$ cat config.mk
export PLATFORM = sky130hd
export DESIGN_NAME = video_proc_top
export DESIGN_NICKNAME = d
export VERILOG_FILES = /design/src/logic/video_pkg.sv /design/src/logic/param_regs.sv /design/src/logic/frame_param_latch.sv /design/src/logic/crop_window.sv /design/src/logic/rgb_to_ycbcr.sv /design/src/logic/chroma_subsample.sv /design/src/logic/video_proc_top.sv
export SDC_FILE = /design/constraint.sdc
export NUM_CORES = 1
export LEC_CHECK = 0
export ABC_AREA = 1
export BUFFER_PORTS_ARGS = -buffer_cell sky130_fd_sc_hd__buf_4
export CAP_MARGIN = 20
export CORE_MARGIN = 4
export CORE_UTILIZATION = 60
export DETAILED_ROUTE_END_ITERATION = 7
export GPL_ROUTABILITY_DRIVEN = 0
export HOLD_SLACK_MARGIN = 0.1
export PLACE_DENSITY = 0.81
export SYNTH_ARGS = -nofsm -noshare
export SYNTH_HDL_FRONTEND = slang
export SYNTH_SLANG_ARGS = --single-unit
$ cat constraint.sdc
create_clock -name hdmi_rx_slow_clk -period 11.7 [get_ports hdmi_rx_slow_clk]
set_clock_uncertainty 0.05 [all_clocks]
set_input_delay 2.925 -clock hdmi_rx_slow_clk [delete_from_list [all_inputs] [get_ports hdmi_rx_slow_clk]]
set_output_delay 2.925 -clock hdmi_rx_slow_clk [all_outputs]
set_load 0.02 [all_outputs]
$ cat src/logic/video_pkg.sv
package video_pkg;

	// ========================================
	// Video geometry
	// ========================================
	localparam int COORD_W = 11;                          // Pixel coordinate, up to 2047
	localparam int PIX_W   = 8;                           // One colour component
	localparam logic [COORD_W-1:0] H_ACTIVE = 11'd1920;   // Default window end x
	localparam logic [COORD_W-1:0] V_ACTIVE = 11'd1080;   // Default window end y

	// ========================================
	// Wishbone register map
	// ========================================
	localparam int WB_ADR_W = 3;
	localparam int WB_DAT_W = 16;
	localparam logic [WB_ADR_W-1:0] REG_START_X = 3'd0;
	localparam logic [WB_ADR_W-1:0] REG_START_Y = 3'd1;
	localparam logic [WB_ADR_W-1:0] REG_END_X   = 3'd2;
	localparam logic [WB_ADR_W-1:0] REG_END_Y   = 3'd3;
	localparam logic [WB_ADR_W-1:0] REG_CTRL    = 3'd4;
	localparam int CTRL_CROP_EN = 0;                      // Bit index in REG_CTRL

	// ========================================
	// Colour conversion, coefficients x256
	// ========================================
	localparam int COEF_W = 9;
	localparam int FRAC_W = 8;                            // Coefficient scale 2^8
	localparam int PROD_W = PIX_W + 1 + COEF_W;           // Signed pixel x coefficient
	localparam int SUM_W  = PROD_W + 2;                   // Room for three products
	typedef logic signed [COEF_W-1:0] coef_t;
	// Order R, G, B
	localparam coef_t Y_COEF  [3] = '{9'sd77, 9'sd150, 9'sd29};
	localparam coef_t CB_COEF [3] = '{-9'sd43, -9'sd85, 9'sd128};
	localparam coef_t CR_COEF [3] = '{9'sd128, -9'sd107, -9'sd21};
	localparam logic signed [SUM_W-1:0] CHROMA_OFFSET = 20'sd128;

	// Stream types
	typedef struct packed {
		logic hs;
		logic vs;
		logic de;
	} video_sync_t;

	typedef struct packed {
		logic [PIX_W-1:0] r;
		logic [PIX_W-1:0] g;
		logic [PIX_W-1:0] b;
	} rgb_pixel_t;

	typedef struct packed {
		video_sync_t sync;
		rgb_pixel_t  pix;
	} rgb_video_t;

	typedef struct packed {
		video_sync_t      sync;
		logic [PIX_W-1:0] y;
		logic [PIX_W-1:0] cb;
		logic [PIX_W-1:0] cr;
	} ycbcr_video_t;

	typedef struct packed {
		video_sync_t      sync;
		logic [PIX_W-1:0] y;
		logic [PIX_W-1:0] c;                              // Cb on even, Cr on odd pixels
	} yc422_video_t;

	// Window inclusive at start, exclusive at end
	typedef struct packed {
		logic [COORD_W-1:0] start_x;
		logic [COORD_W-1:0] start_y;
		logic [COORD_W-1:0] end_x;
		logic [COORD_W-1:0] end_y;
		logic               crop_en;
	} crop_cfg_t;

	localparam crop_cfg_t CROP_CFG_RST = '{
		start_x: '0, start_y: '0, end_x: H_ACTIVE, end_y: V_ACTIVE, crop_en: 1'b0
	};

	typedef struct packed {
		logic                cyc;
		logic                stb;
		logic                we;
		logic [WB_ADR_W-1:0] adr;
		logic [WB_DAT_W-1:0] dat;
	} wb_req_t;

	typedef struct packed {
		logic                ack;
		logic [WB_DAT_W-1:0] dat;
	} wb_rsp_t;

endpackage

$ cat src/logic/param_regs.sv
`timescale 1ns/1ps

module param_regs (
	input  logic                 hdmi_rx_slow_clk,
	input  logic                 Sys_Rst_N,
	input  video_pkg::wb_req_t   i_wb,
	output video_pkg::wb_rsp_t   o_wb,
	output video_pkg::crop_cfg_t o_shadow_cfg
);
	import video_pkg::*;

	crop_cfg_t           cfg_q;     // Shadow settings, host side
	logic                ack_q;
	logic [WB_DAT_W-1:0] rd_dat_q;
	logic [WB_DAT_W-1:0] rd_mux;
	logic                wb_hit;    // New cycle, not yet acked
	logic                wb_wr;

	assign wb_hit = i_wb.cyc & i_wb.stb & ~ack_q;
	assign wb_wr  = wb_hit & i_wb.we;

	// Readback, unmapped addresses return zero
	always_comb begin
		rd_mux = '0;
		case (i_wb.adr)
			REG_START_X: rd_mux = WB_DAT_W'(cfg_q.start_x);
			REG_START_Y: rd_mux = WB_DAT_W'(cfg_q.start_y);
			REG_END_X:   rd_mux = WB_DAT_W'(cfg_q.end_x);
			REG_END_Y:   rd_mux = WB_DAT_W'(cfg_q.end_y);
			REG_CTRL:    rd_mux[CTRL_CROP_EN] = cfg_q.crop_en;
			default:     rd_mux = '0;
		endcase
	end

	always_ff @(posedge hdmi_rx_slow_clk or negedge Sys_Rst_N) begin
		if (!Sys_Rst_N) begin
			ack_q <= 1'b0;
			cfg_q <= CROP_CFG_RST;
		end else begin
			ack_q <= wb_hit;            // One-shot, drops while master still holds stb
			if (wb_wr) begin
				case (i_wb.adr)
					REG_START_X: cfg_q.start_x <= i_wb.dat[COORD_W-1:0];
					REG_START_Y: cfg_q.start_y <= i_wb.dat[COORD_W-1:0];
					REG_END_X:   cfg_q.end_x   <= i_wb.dat[COORD_W-1:0];
					REG_END_Y:   cfg_q.end_y   <= i_wb.dat[COORD_W-1:0];
					REG_CTRL:    cfg_q.crop_en <= i_wb.dat[CTRL_CROP_EN];
					default: ;                  // Acked, no effect
				endcase
			end
		end
	end

	// Read data captured together with ack
	always_ff @(posedge hdmi_rx_slow_clk) begin
		if (wb_hit)
			rd_dat_q <= rd_mux;
	end

	assign o_wb         = '{ack: ack_q, dat: rd_dat_q};
	assign o_shadow_cfg = cfg_q;

	// Ack only answers a request seen the cycle before
	a_ack_needs_req: assert property (@(posedge hdmi_rx_slow_clk) disable iff (!Sys_Rst_N)
		$rose(o_wb.ack) |-> $past(i_wb.cyc && i_wb.stb));

endmodule

$ cat src/logic/frame_param_latch.sv
`timescale 1ns/1ps

module frame_param_latch (
	input  logic                 hdmi_rx_slow_clk,
	input  logic                 Sys_Rst_N,
	input  logic                 i_vs,
	input  video_pkg::crop_cfg_t i_shadow_cfg,
	output video_pkg::crop_cfg_t o_active_cfg
);
	import video_pkg::*;

	logic      vs_q;
	logic      vs_rise;
	crop_cfg_t active_q;

	assign vs_rise = i_vs & ~vs_q;  // Frame boundary

	always_ff @(posedge hdmi_rx_slow_clk or negedge Sys_Rst_N) begin
		if (!Sys_Rst_N) begin
			vs_q     <= 1'b0;
			active_q <= CROP_CFG_RST;
		end else begin
			vs_q <= i_vs;
			// Host writes never reach a frame already running
			if (vs_rise)
				active_q <= i_shadow_cfg;
		end
	end

	assign o_active_cfg = active_q;

	a_cfg_stable: assert property (@(posedge hdmi_rx_slow_clk) disable iff (!Sys_Rst_N)
		!vs_rise |=> $stable(o_active_cfg));

endmodule

$ cat src/logic/crop_window.sv
`timescale 1ns/1ps

module crop_window (
	input  logic                  hdmi_rx_slow_clk,
	input  logic                  Sys_Rst_N,
	input  video_pkg::rgb_video_t i_video,
	input  video_pkg::crop_cfg_t  i_cfg,
	output video_pkg::rgb_video_t o_video
);
	import video_pkg::*;

	logic [COORD_W-1:0] x_cnt;      // Position of the pixel now at the input
	logic [COORD_W-1:0] y_cnt;
	video_sync_t        s1_sync;
	rgb_pixel_t         s1_pix;
	logic [COORD_W-1:0] s1_x;
	logic [COORD_W-1:0] s1_y;
	video_sync_t        s2_sync;
	rgb_pixel_t         s2_pix;
	logic               in_win;

	// ========================================
	// Position counters
	// ========================================
	always_ff @(posedge hdmi_rx_slow_clk or negedge Sys_Rst_N) begin
		if (!Sys_Rst_N) begin
			x_cnt <= '0;
			y_cnt <= '0;
		end else begin
			x_cnt <= i_video.sync.de ? x_cnt + 1'b1 : '0;
			if (i_video.sync.vs)
				y_cnt <= '0;
			else if (s1_sync.de && !i_video.sync.de)
				y_cnt <= y_cnt + 1'b1;              // End of an active line
		end
	end

	// Start inclusive, end exclusive
	assign in_win = (s1_x >= i_cfg.start_x) && (s1_x < i_cfg.end_x) &&
		(s1_y >= i_cfg.start_y) && (s1_y < i_cfg.end_y);

	// ========================================
	// Two-stage stream delay
	// ========================================
	always_ff @(posedge hdmi_rx_slow_clk or negedge Sys_Rst_N) begin
		if (!Sys_Rst_N) begin
			s1_sync <= '0;
			s2_sync <= '0;
		end else begin
			s1_sync    <= i_video.sync;
			s2_sync.hs <= s1_sync.hs;
			s2_sync.vs <= s1_sync.vs;
			s2_sync.de <= s1_sync.de & (~i_cfg.crop_en | in_win);   // Mask only de
		end
	end

	always_ff @(posedge hdmi_rx_slow_clk) begin
		s1_pix <= i_video.pix;
		s1_x   <= x_cnt;
		s1_y   <= y_cnt;
		s2_pix <= s1_pix;
	end

	assign o_video = '{sync: s2_sync, pix: s2_pix};

endmodule

$ cat src/logic/rgb_to_ycbcr.sv
`timescale 1ns/1ps

module rgb_to_ycbcr (
	input  logic                    hdmi_rx_slow_clk,
	input  logic                    Sys_Rst_N,
	input  video_pkg::rgb_video_t   i_video,
	output video_pkg::ycbcr_video_t o_video
);
	import video_pkg::*;

	logic signed [PIX_W:0]    comp   [3];     // R, G, B as non-negative signed
	video_sync_t              sync_q [3];     // Follows the data, one per stage
	logic signed [PROD_W-1:0] prod_q [3][3];  // [Y, Cb, Cr][R, G, B]
	logic signed [SUM_W-1:0]  sum_q  [3];
	logic signed [SUM_W-1:0]  scaled [3];
	logic [PIX_W-1:0]         y_q;
	logic [PIX_W-1:0]         cb_q;
	logic [PIX_W-1:0]         cr_q;

	// Saturate to 0..255
	function automatic logic [PIX_W-1:0] clamp_pix(input logic signed [SUM_W-1:0] v);
		if (v[SUM_W-1])
			return '0;
		else if (|v[SUM_W-2:PIX_W])
			return '1;
		else
			return v[PIX_W-1:0];
	endfunction

	always_comb begin
		comp[0] = {1'b0, i_video.pix.r};
		comp[1] = {1'b0, i_video.pix.g};
		comp[2] = {1'b0, i_video.pix.b};
	end

	// Stage 1, nine products
	always_ff @(posedge hdmi_rx_slow_clk) begin
		for (int k = 0; k < 3; k++) begin
			prod_q[0][k] <= comp[k] * Y_COEF[k];
			prod_q[1][k] <= comp[k] * CB_COEF[k];
			prod_q[2][k] <= comp[k] * CR_COEF[k];
		end
	end

	// Stage 2, full precision sums
	always_ff @(posedge hdmi_rx_slow_clk) begin
		for (int c = 0; c < 3; c++)
			sum_q[c] <= prod_q[c][0] + prod_q[c][1] + prod_q[c][2];
	end

	// Arithmetic shift gives floor
	always_comb begin
		scaled[0] = sum_q[0] >>> FRAC_W;
		scaled[1] = (sum_q[1] >>> FRAC_W) + CHROMA_OFFSET;
		scaled[2] = (sum_q[2] >>> FRAC_W) + CHROMA_OFFSET;
	end

	// Stage 3, clamp and register
	always_ff @(posedge hdmi_rx_slow_clk) begin
		y_q  <= clamp_pix(scaled[0]);
		cb_q <= clamp_pix(scaled[1]);
		cr_q <= clamp_pix(scaled[2]);
	end

	always_ff @(posedge hdmi_rx_slow_clk or negedge Sys_Rst_N) begin
		if (!Sys_Rst_N) begin
			sync_q[0] <= '0;
			sync_q[1] <= '0;
			sync_q[2] <= '0;
		end else begin
			sync_q[0] <= i_video.sync;
			sync_q[1] <= sync_q[0];
			sync_q[2] <= sync_q[1];
		end
	end

	assign o_video = '{sync: sync_q[2], y: y_q, cb: cb_q, cr: cr_q};

endmodule

$ cat src/logic/chroma_subsample.sv
`timescale 1ns/1ps

module chroma_subsample (
	input  logic                    hdmi_rx_slow_clk,
	input  logic                    Sys_Rst_N,
	input  video_pkg::ycbcr_video_t i_video,
	output video_pkg::yc422_video_t o_video
);
	import video_pkg::*;

	logic             phase_q;      // 0 on even pixel of the line
	video_sync_t      sync_q;
	logic [PIX_W-1:0] y_q;
	logic [PIX_W-1:0] c_q;
	logic [PIX_W-1:0] cr_hold;      // Cr of the last even pixel

	always_ff @(posedge hdmi_rx_slow_clk or negedge Sys_Rst_N) begin
		if (!Sys_Rst_N) begin
			phase_q <= 1'b0;
			sync_q  <= '0;
		end else begin
			phase_q <= i_video.sync.de ? ~phase_q : 1'b0;  // Restart every line
			sync_q  <= i_video.sync;
		end
	end

	always_ff @(posedge hdmi_rx_slow_clk) begin
		y_q <= i_video.y;
		if (!phase_q) begin
			c_q     <= i_video.cb;
			cr_hold <= i_video.cr;
		end else begin
			c_q <= cr_hold;             // Pair shares the even pixel's Cr
		end
	end

	assign o_video = '{sync: sync_q, y: y_q, c: c_q};

	// Each line opens with a Cb sample
	a_phase_even: assert property (@(posedge hdmi_rx_slow_clk) disable iff (!Sys_Rst_N)
		$rose(i_video.sync.de) |-> !phase_q);

endmodule

$ cat src/logic/video_proc_top.sv
`timescale 1ns/1ps

module video_proc_top (
	input  logic                    hdmi_rx_slow_clk,
	input  logic                    Sys_Rst_N,
	input  video_pkg::wb_req_t      i_wb,
	output video_pkg::wb_rsp_t      o_wb,
	input  video_pkg::rgb_video_t   i_video,
	output video_pkg::yc422_video_t o_video
);
	import video_pkg::*;

	crop_cfg_t    shadow_cfg;   // Host side settings
	crop_cfg_t    active_cfg;   // Frame-aligned copy
	rgb_video_t   crop_video;
	ycbcr_video_t ycc_video;

	// ========================================
	// Register path
	// ========================================
	param_regs u_param_regs (
		.hdmi_rx_slow_clk (hdmi_rx_slow_clk),
		.Sys_Rst_N        (Sys_Rst_N),
		.i_wb             (i_wb),
		.o_wb             (o_wb),
		.o_shadow_cfg     (shadow_cfg)
	);

	frame_param_latch u_frame_param_latch (
		.hdmi_rx_slow_clk (hdmi_rx_slow_clk),
		.Sys_Rst_N        (Sys_Rst_N),
		.i_vs             (i_video.sync.vs),
		.i_shadow_cfg     (shadow_cfg),
		.o_active_cfg     (active_cfg)
	);

	// ========================================
	// Video chain, 2 + 3 + 1 cycles
	// ========================================
	crop_window u_crop_window (
		.hdmi_rx_slow_clk (hdmi_rx_slow_clk),
		.Sys_Rst_N        (Sys_Rst_N),
		.i_video          (i_video),
		.i_cfg            (active_cfg),
		.o_video          (crop_video)
	);

	rgb_to_ycbcr u_rgb_to_ycbcr (
		.hdmi_rx_slow_clk (hdmi_rx_slow_clk),
		.Sys_Rst_N        (Sys_Rst_N),
		.i_video          (crop_video),
		.o_video          (ycc_video)
	);

	chroma_subsample u_chroma_subsample (
		.hdmi_rx_slow_clk (hdmi_rx_slow_clk),
		.Sys_Rst_N        (Sys_Rst_N),
		.i_video          (ycc_video),
		.o_video          (o_video)
	);

endmodule

==> flow_summary.json, run 1 <==
{
  "outcome": "finished clean",
  "preCtsSetupSlack_ns": 7.14,
  "fin_crit_ns": 4.26,
  "clock_path_buffers": 3,
  "yosysWarnings": 0,
  "timing.slew.headroom_pct": 33.4,
  "clock_latency_ns": 0.60,
  "drt-total-wl_mm": 47.0,
  "clock.fmax_mhz": 235,
  "antenna_found_initial": 0,
  "vias_per_cell": 5.33,
  "finalHoldViolCount": 0,
  "crit_fanout": 8,
  "grt_pass1_wl_mm": 78.9,
  "arrival_ns": 4.66,
  "syn_area_um2": 22600,
  "netlist_instances": 2393,
  "timing_worst_slew_pin_value_ns": 0.995,
  "ir_drop_v": 0.000307,
  "fin_nets": 3006,
  "power_density_nw_per_um2": 247,
  "design_area_um2": 25100,
  "track_usage_pct": 23.3,
  "vias": 16100,
  "diodes": 0,
  "syn_to_final_growth_pct": 10.8,
  "clkSlewWorstSetupHoldPaths_ns": 0.06,
  "grt-ovfl-total": 0,
  "worstSetupStartpointType": "flip-flop",
  "htree_levels": 2,
  "grt_max_degree": 90,
  "setup_tns_ns": 0,
  "ioPinCount": 87,
  "dp_hpwl_mm": 36.5,
  "routedWlPerCell_um": 15.5,
  "ys_seq_area_share_pct": 39.7,
  "syn_area_per_cell_um2": 9.46,
  "slew_viol_final": 0,
  "path_delay_family": "adder cells",
  "crit_buf_inv": 3,
  "root_buffer": "clkbuf_16",
  "crit_required_ns": 12.10,
  "rsz0062_at_grt": "false",
  "fin_ws_ns": 7.44,
  "cts_tree": "yes",
  "drtIter0Drc": 888,
  "clkSinkCount": 406,
  "layout_commonest_cell": "nand2_1",
  "cts_resized": 0,
  "crit_type": "reg2reg",
  "cp_slowest_cell": "dfxtp_1",
  "crit_chain": "inv_1 -> ha_1 -> fa_1 -> fa_1 -> inv_1 -> fa_1 -> inv_1 -> ha_1 -> a21oi_1 -> o21ai_0 -> a21oi_1 -> o21ai_0 -> xor2_1",
  "die_x_um": 202,
  "fillCellCount": 2739,
  "cts-hold-fix-buffers": 0,
  "hp-class": "reg2reg",
  "max-cap-violations": 0,
  "final_cell_mix": "424 x nand2_1, 368 x ha_1, 364 x inv_1",
  "postCtsSetupBuffers": 0,
  "grt_pass1_vias": 16700,
  "portBuffers": 76,
  "ys_seq_elements": 406,
  "rows": 70,
  "fp.dieArea_um2": 40900,
  "cts_made_buffers": 41,
  "fin_crit_sh_pct": 36.4,
  "dr.pass1.iters": 5,
  "synth-edff-count": 19,
  "p_leak_nw": 12.9,
  "initial_core_util_pct": 61.3,
  "synth_cell_types": 48,
  "slowest_delay_ns": 0.64,
  "place_area_um2": 23700,
  "power_mw": 6.20,
  "coreArea_um2": 37000,
  "synth_ff_type": "dfxtp_1",
  "async_flop_share_pct": 32.5,
  "die_y_um": 202,
  "drtAntennaViolNets": 0,
  "layout-drive-gt1-share_pct": 7.21,
  "setup_viol": 0,
  "drc": 0,
  "crit_path_end_kind": "flip-flop"
}
-- per-stage QoR --
stage                     std cells  utilization [%]  hold WS (ns)
after floorplan                2397                -         0.260
after global placement         2951             64.2         0.261
after detailed placement       2951             64.2         0.262
after CTS                      3027             67.9         0.275
after global routing           3027             67.9         0.280
final                          3027             67.9         0.275
-- kinds of logic after synthesis --
group           synth area share (%)
other cells                   0.0166
simple gates                    12.2
mux                           0.0663
compound gates                  8.88
fa+ha+maj                       28.9
xor+xnor                        3.44
flops                           39.7
buf+inv                         6.81
-- final cells by class --
| class | count | area [um^2] | area share (%) |
|---|---|---|---|
| well taps | 504 | 631 | 2.51 |
| clock inverters | 22 | 239 | 0.952 |
| flip-flops and latches | 406 | 9000 | 35.9 |
| repair buffers | 80 | 601 | 2.39 |
| inverters | 366 | 1370 | 5.48 |
| multi-input cells | 1595 | 12100 | 48.3 |
| clock buffers | 54 | 1120 | 4.48 |
-- state kept, by name, indices dropped and copies added (netlist names), 6 cells and up --
name	cells
u_chroma_subsample.c_q	8
u_chroma_subsample.cr_hold	8
u_chroma_subsample.y_q	8
u_crop_window.o_video	27
u_crop_window.s1_pix	24
u_crop_window.s1_x	11
u_crop_window.s1_y	11
u_crop_window.x_cnt	11
u_crop_window.y_cnt	11
u_frame_param_latch.o_active_cfg	45
u_param_regs.o_shadow_cfg	45
u_param_regs.rd_dat_q	11
u_rgb_to_ycbcr.cb_q	8
u_rgb_to_ycbcr.cr_q	8
u_rgb_to_ycbcr.prod_q	112
u_rgb_to_ycbcr.sum_q	33
u_rgb_to_ycbcr.sync_q	6
u_rgb_to_ycbcr.y_q	8
-- routing by layer --
layer	global-route usage [%]	up-vias	part of all wire (%)
met5	0	-	0
met4	11.0	0	4.8
met3	3.45	132	4.7
met2	41.1	432	49
met1	28.1	7607	41
li1	-	7977	-
-- final timing paths --
path / from / cells after the start / endpoint / slack [ns]
setup / recovery: u_crop_window.o_video[9] / 13 / u_rgb_to_ycbcr.prod_q[0][85] / 7.44
hold / removal: u_crop_window.s1_pix[22] / 0 / u_crop_window.o_video[22] / 0.28
setup reg to reg: u_crop_window.o_video[9] / 13 / u_rgb_to_ycbcr.prod_q[0][85] / 7.44
hold reg to reg: u_crop_window.s1_pix[22] / 0 / u_crop_window.o_video[22] / 0.28
max in group asynchronous: Sys_Rst_N / 2 / u_crop_window.s1_sync[2] / 7.82
min in group asynchronous: Sys_Rst_N / 1 / u_param_regs.o_shadow_cfg[9] / 2.35
-- synthesized netlist by cell type (2+ instances only) --
cell	number	share of area [%]
and2_1	2	0.055
inv_1	364	6.0
fa_1	97	8.6
xnor2_1	19	0.73
nor3b_1	2	0.066
xor2_1	70	2.7
or2_2	8	0.22
buf_4	6	0.20
nand2_1	424	7.0
clkbuf_1	18	0.30
o221ai_1	11	0.43
o2111ai_1	6	0.23
dfrtp_1	116	13
nand3_1	80	1.8
o21ai_1	2	0.044
o211ai_1	2	0.066
a21oi_1	149	3.3
o21bai_1	4	0.13
buf_6	4	0.20
nor3_1	17	0.38
a22oi_1	10	0.33
a211oi_1	2	0.066
dfstp_2	16	1.9
a21boi_0	3	0.099
edfxtp_1	19	2.5
a21o_1	15	0.50
nor2_1	119	2.0
o21ai_0	149	3.3
a31oi_1	7	0.19
o21a_1	5	0.17
buf_2	2	0.044
dfxtp_1	255	23
ha_1	368	20
nand4_1	8	0.22
-- where the power goes --
part           switching [mW]  leakage, nW  internal [mW]
registers               0.197         3.98           1.81
clock network           0.564        0.661          0.737
logic                    1.76         8.28           1.13
total                    2.52         12.9           3.68
Note: power is estimated with default switching activity, not from simulation.
==> run 2, diff against run 1 <==
- CORE_UTILIZATION: 60 -> 57
- PLACE_DENSITY: 0.81 -> 0.8
- clock period: 11.7 -> 3.75 ns (I/O delays scaled with it)
==> flow_summary.json, run 2 (synthesis gave the netlist of run 1 again) <==
{
  "vias_per_cell": 5.32,
  "cts_made_buffers": 43,
  "layout_commonest_cell": "nand2_1",
  "timing_worst_slew_pin_value_ns": 0.949,
  "vias": 16400,
  "power_density_nw_per_um2": 774,
  "fin_crit_ns": 3.62,
  "slew_viol_final": 0,
  "initial_core_util_pct": 58.1,
  "clock_path_buffers": 3,
  "layout-drive-gt1-share_pct": 9.07,
  "fillCellCount": 2905,
  "fin_util_pct": 65.4,
  "fin_crit_sh_pct": 96.6,
  "postCtsSetupBuffers": 0,
  "cp_common_cell": "ha_1",
  "fin_cells": 3076,
  "ioPinCount": 87,
  "clock_latency_ns": 0.58,
  "portBuffers": 76,
  "die_y_um": 207,
  "largest_reg_flops": 112,
  "antenna_found_initial": 0,
  "fin_ws_ns": 0.126,
  "root_buffer": "clkbuf_16",
  "preCtsSetupSlack_ns": 0.0335,
  "p_int_mw": 11.7,
  "cts_resized": 0,
  "use_met3_pct": 4.17,
  "syn_to_final_growth_pct": 12.6,
  "clockPowerShare_pct": 21.5,
  "final_cell_mix": "424 x nand2_1, 365 x ha_1, 364 x inv_1",
  "power_mw": 19.7,
  "arrival_ns": 4.02,
  "dr.pass1.iters": 6,
  "top_register": "u_rgb_to_ycbcr.prod_q",
  "cts-hold-fix-buffers": 0,
  "outcome": "finished clean",
  "slowest_delay_ns": 0.52,
  "drtIter0Drc": 1164,
  "crit_required_ns": 4.15,
  "p_sw_mw": 8.04,
  "p_sw_share_pct": 40.7,
  "grt-busiest-layer": "met2",
  "power_frac_comb_pct": 46.7,
  "coreArea_um2": 39000,
  "dp_hpwl_mm": 37.3,
  "hp-class": "reg2reg",
  "crit_fanout": 5,
  "diodes": 0,
  "clock.fmax_mhz": 276,
  "routedWlPerCell_um": 15.6,
  "crit_path_end_kind": "flip-flop",
  "cp_slowest_cell": "fa_1",
  "setup_viol": 0,
  "ir_drop_v": 0.000821,
  "grt_util_met2_pct": 37.9,
  "cts_tree": "yes",
  "crit_buf_inv": 3,
  "p_leak_nw": 13.1,
  "grt-ovfl-total": 0,
  "crit_type": "reg2reg",
  "max-cap-violations": 0,
  "clkSinkCount": 406,
  "regArea_um2": 9000,
  "fp.dieArea_um2": 43000,
  "fin_nets": 3041,
  "track_usage_pct": 22.2,
  "path_delay_family": "adder cells",
  "drtAntennaViolNets": 0,
  "die_x_um": 207,
  "crit_chain": "buf_4 -> ha_1 -> ha_1 -> ha_1 -> inv_1 -> fa_1 -> inv_1 -> ha_1 -> fa_1 -> a21oi_1 -> o21ai_2 -> a21oi_2 -> o21ai_1 -> xor2_1",
  "grt_pass1_wl_mm": 79.8,
  "timing.slew.headroom_pct": 36.5,
  "htree_levels": 2,
  "grt_pass1_vias": 16700,
  "drt-total-wl_mm": 47.9,
  "multi_input_area_um2": 12200,
  "seqPwrFrac_pct": 31.8,
  "clkSlewWorstSetupHoldPaths_ns": 0.06,
  "worstSetupStartpointType": "flip-flop",
  "finalHoldViolCount": 0,
  "drc": 0,
  "rows": 72,
  "use_met1_pct": 27.4,
  "dpl.cell_count": 2998,
  "grt_max_degree": 60
}
## run 2: cell types whose count changed in the layout (fill, tap and decap cells not counted), sizes merged
cell,before,now
inv,369,372
bufinv,2,1
buf,80,113
clkinv,13,14
clkinvlp,4,1
clkbuf,54,56
## run 2: final timing paths
kind / start / end / slack [ns] / cells after the start
setup / recovery: u_crop_window.o_video[12] / u_rgb_to_ycbcr.prod_q[0][86] / 0.13 / 14
hold / removal: u_crop_window.s1_pix[20] / u_crop_window.o_video[20] / 0.28 / 0
setup reg to reg: u_crop_window.o_video[12] / u_rgb_to_ycbcr.prod_q[0][86] / 0.13 / 14
hold reg to reg: u_crop_window.s1_pix[20] / u_crop_window.o_video[20] / 0.28 / 0
max in group asynchronous: Sys_Rst_N / u_frame_param_latch.o_active_cfg[4] / 2.41 / 2
min in group asynchronous: Sys_Rst_N / u_param_regs.ack_q / 0.38 / 1
## run 2: through the flow
| stage | hold slack, ns | TNS [ns] | instance area [um^2] |
|---|---|---|---|
| CTS | 0.277 | 0 | 25400 |
| global placement | 0.260 | 0 | 24000 |
| global route | 0.281 | -0.00500 | 25500 |
| floorplan | 0.260 | 0 | 22700 |
| detailed placement | 0.262 | 0 | 24000 |
| finish | 0.276 | 0 | 25500 |
## run 2: worst register-to-register path, stage by stage (launching register included)
cell	delay, ns
dfxtp_1	0.42
buf_4	0.19
ha_1	0.24
ha_1	0.30
ha_1	0.27
inv_1	0.05
fa_1	0.52
inv_1	0.04
ha_1	0.22
fa_1	0.41
a21oi_1	0.23
o21ai_2	0.12
a21oi_2	0.19
o21ai_1	0.09
xor2_1	0.16
## run 2: metal layers
| layer | wire length, um | up-vias |
|---|---|---|
| met5 | 0 | - |
| met4 | 2280 | 0 |
| met3 | 2720 | 128 |
| met2 | 23200 | 497 |
| met1 | 19700 | 7680 |
| li1 | - | 8053 |
## run 2: layout make-up
type	count	area share [%]
timing repair buffer	113	3.38
tap	518	2.54
sequential	406	35.3
clock buffer	56	4.90
multi-input combinational	1595	47.8
clock inverter	22	0.741
inverter	366	5.39
## run 2: power by group through the flow
stage                     registers [mW]  clock network, mW  logic (mW)
final                               6.27               4.25        9.22
after global routing                6.39               4.52        10.5
after CTS                           6.28               4.35        9.14
after floorplan                     6.24                  0        6.66
after detailed placement            6.35                  0        9.00
after global placement              6.33                  0        8.69
==> run 3, diff against run 2 <==
- PLACE_DENSITY: 0.8 -> 0.77
==> flow_summary.json, run 3 (synthesis gave the netlist of run 1 again) <==
{
  "layout-drive-gt1-share_pct": 9.03,
  "outcome": "finished clean",
  "grt-ovfl-total": 0,
  "wl_met1_mm": 20.2,
  "cts_resized": 0,
  "dp_hpwl_mm": 37.5,
  "ir_drop_v": 0.000785,
  "p_leak_nw": 13.1,
  "power_density_nw_per_um2": 768,
  "track_usage_pct": 22.3,
  "setup_viol": 0,
  "crit_start": "u_crop_window.o_video[12]",
  "coreArea_um2": 39000,
  "fin_crit_sh_pct": 95.8,
  "power_mw": 19.6,
  "max-cap-violations": 0,
  "clock.fmax_mhz": 278,
  "layout_commonest_cell": "nand2_1",
  "fin_nets": 3042,
  "setup_tns_ns": 0,
  "grt_pass1_vias": 16600,
  "crit_type": "reg2reg",
  "antenna_found_initial": 0,
  "crit_chain": "buf_4 -> ha_1 -> inv_1 -> ha_1 -> fa_1 -> inv_1 -> fa_1 -> inv_1 -> ha_1 -> inv_1 -> o21ai_2 -> nand3_1 -> nand3_1 -> xor2_1",
  "grt_pass1_wl_mm": 80.2,
  "rows": 72,
  "drt-total-wl_mm": 47.8,
  "dpl.cell_count": 2999,
  "clock_path_buffers": 3,
  "fp.dieArea_um2": 43000,
  "final_cell_mix": "424 x nand2_1, 367 x ha_1, 364 x inv_1",
  "slew_viol_final": 0,
  "finalHoldViolCount": 0,
  "root_buffer": "clkbuf_16",
  "grt_max_degree": 56,
  "vias_per_cell": 5.26,
  "worstSetupStartpointType": "flip-flop",
  "cp_common_cell": "inv_1",
  "syn_to_final_growth_pct": 12.6,
  "timing_worst_slew_pin_value_ns": 0.939,
  "rsz0062_at_grt": "true",
  "hp-class": "reg2reg",
  "r2r_start": "u_crop_window.o_video[12]",
  "ioPinCount": 87,
  "htree_levels": 2,
  "crit_end": "u_rgb_to_ycbcr.prod_q[0][89]",
  "drc": 0,
  "preCtsSetupSlack_ns": 0.0986,
  "drtIter0Drc": 951,
  "die_y_um": 207,
  "r2r_slack_ns": 0.16,
  "crit_required_ns": 4.18,
  "fin_cells": 3077,
  "initial_core_util_pct": 58.1,
  "diodes": 0,
  "clock_latency_ns": 0.59,
  "cts_made_buffers": 43,
  "crit_path_end_kind": "flip-flop",
  "die_x_um": 207,
  "largest_reg_flops": 112,
  "crit_fanout": 5,
  "routedWlPerCell_um": 15.5,
  "timing.slew.headroom_pct": 37.2,
  "cts_tree": "yes",
  "fin_crit_ns": 3.59,
  "wl_met2_mm": 23.5,
  "arrival_ns": 4.02,
  "drtAntennaViolNets": 0,
  "portBuffers": 76,
  "clkSinkCount": 406,
  "slowest_delay_ns": 0.53,
  "cp_slowest_cell": "fa_1",
  "reg2reg_depth": 14,
  "cts-hold-fix-buffers": 0,
  "met3_length_mm": 2.10,
  "fin_ws_ns": 0.159,
  "postCtsSetupBuffers": 0,
  "dr.pass1.iters": 6,
  "top_register": "u_rgb_to_ycbcr.prod_q",
  "r2r_end": "u_rgb_to_ycbcr.prod_q[0][89]",
  "clkSlewWorstSetupHoldPaths_ns": 0.06,
  "routed.top_layer": "met4",
  "hold_ws_ns": 0.276,
  "vias": 16200
}
==> run 3: cell count changes in the layout (fill, tap and decap cells not counted), sizes merged <==
cell | previous run | this run
buf | 113 | 114
bufinv | 1 | 2
clkbuf | 56 | 55
clkinv | 14 | 16
clkinvlp | 1 | 3
inv | 372 | 368
==> run 3: worst max-delay path: cells and delay by family, from the launching register on <==
family                     cells  cell delay (ns)
adders and majority gates      5             1.96
AOI/OAI and AO/OA              1             0.18
and+or+nand+nor                2             0.23
buffers and inverters          5             0.46
DFF                            1             0.35
xor gates and xnor gates       1             0.26
==> run 3: worst min-delay path by stage <==
stage	slack, ns	endpoint	cells after the start	startpoint
after detailed placement	0.26	u_crop_window.o_video[22]	0	u_crop_window.s1_pix[22]
after global placement	0.26	u_crop_window.o_video[6]	0	u_crop_window.s1_pix[6]
after global routing	0.28	u_crop_window.o_video[22]	0	u_crop_window.s1_pix[22]
after CTS	0.28	u_chroma_subsample.y_q[6]	0	u_rgb_to_ycbcr.y_q[6]
final	0.28	u_crop_window.o_video[22]	0	u_crop_window.s1_pix[22]
after floorplan	0.26	u_chroma_subsample.y_q[0]	0	u_rgb_to_ycbcr.y_q[0]
==> run 3: cell type report <==
class / instances / area [um^2]
Clock buffer: 55 / 1210
Timing Repair Buffer: 114 / 868
Inverter: 366 / 1370
Fill cell: 2995 / 13500
Multi-Input combinational cell: 1595 / 12100
Sequential cell: 406 / 9000
Tap cell: 518 / 648
Clock inverter: 23 / 246
==> run 3: report_power, final <==
part,internal [mW],switching (mW),leakage [nW]
sequential,5.66,0.592,3.98
combinational,3.58,5.49,8.45
clock,2.46,1.81,0.719
total,11.7,7.89,13.1
==> run 3: stage by stage <==
step	util (%)	instance area [um^2]
floorplan	-	22700
global placement	61.6	24000
detailed placement	61.6	24000
CTS	65.3	25500
global route	65.4	25500
finish	65.4	25500
==> run 3: metal layers <==
layer | up-vias | GRT usage (%)
met5 | - | 0
met4 | 0 | 8.66
met3 | 121 | 3.72
met2 | 404 | 39.2
met1 | 7587 | 27.7
li1 | 8078 | -
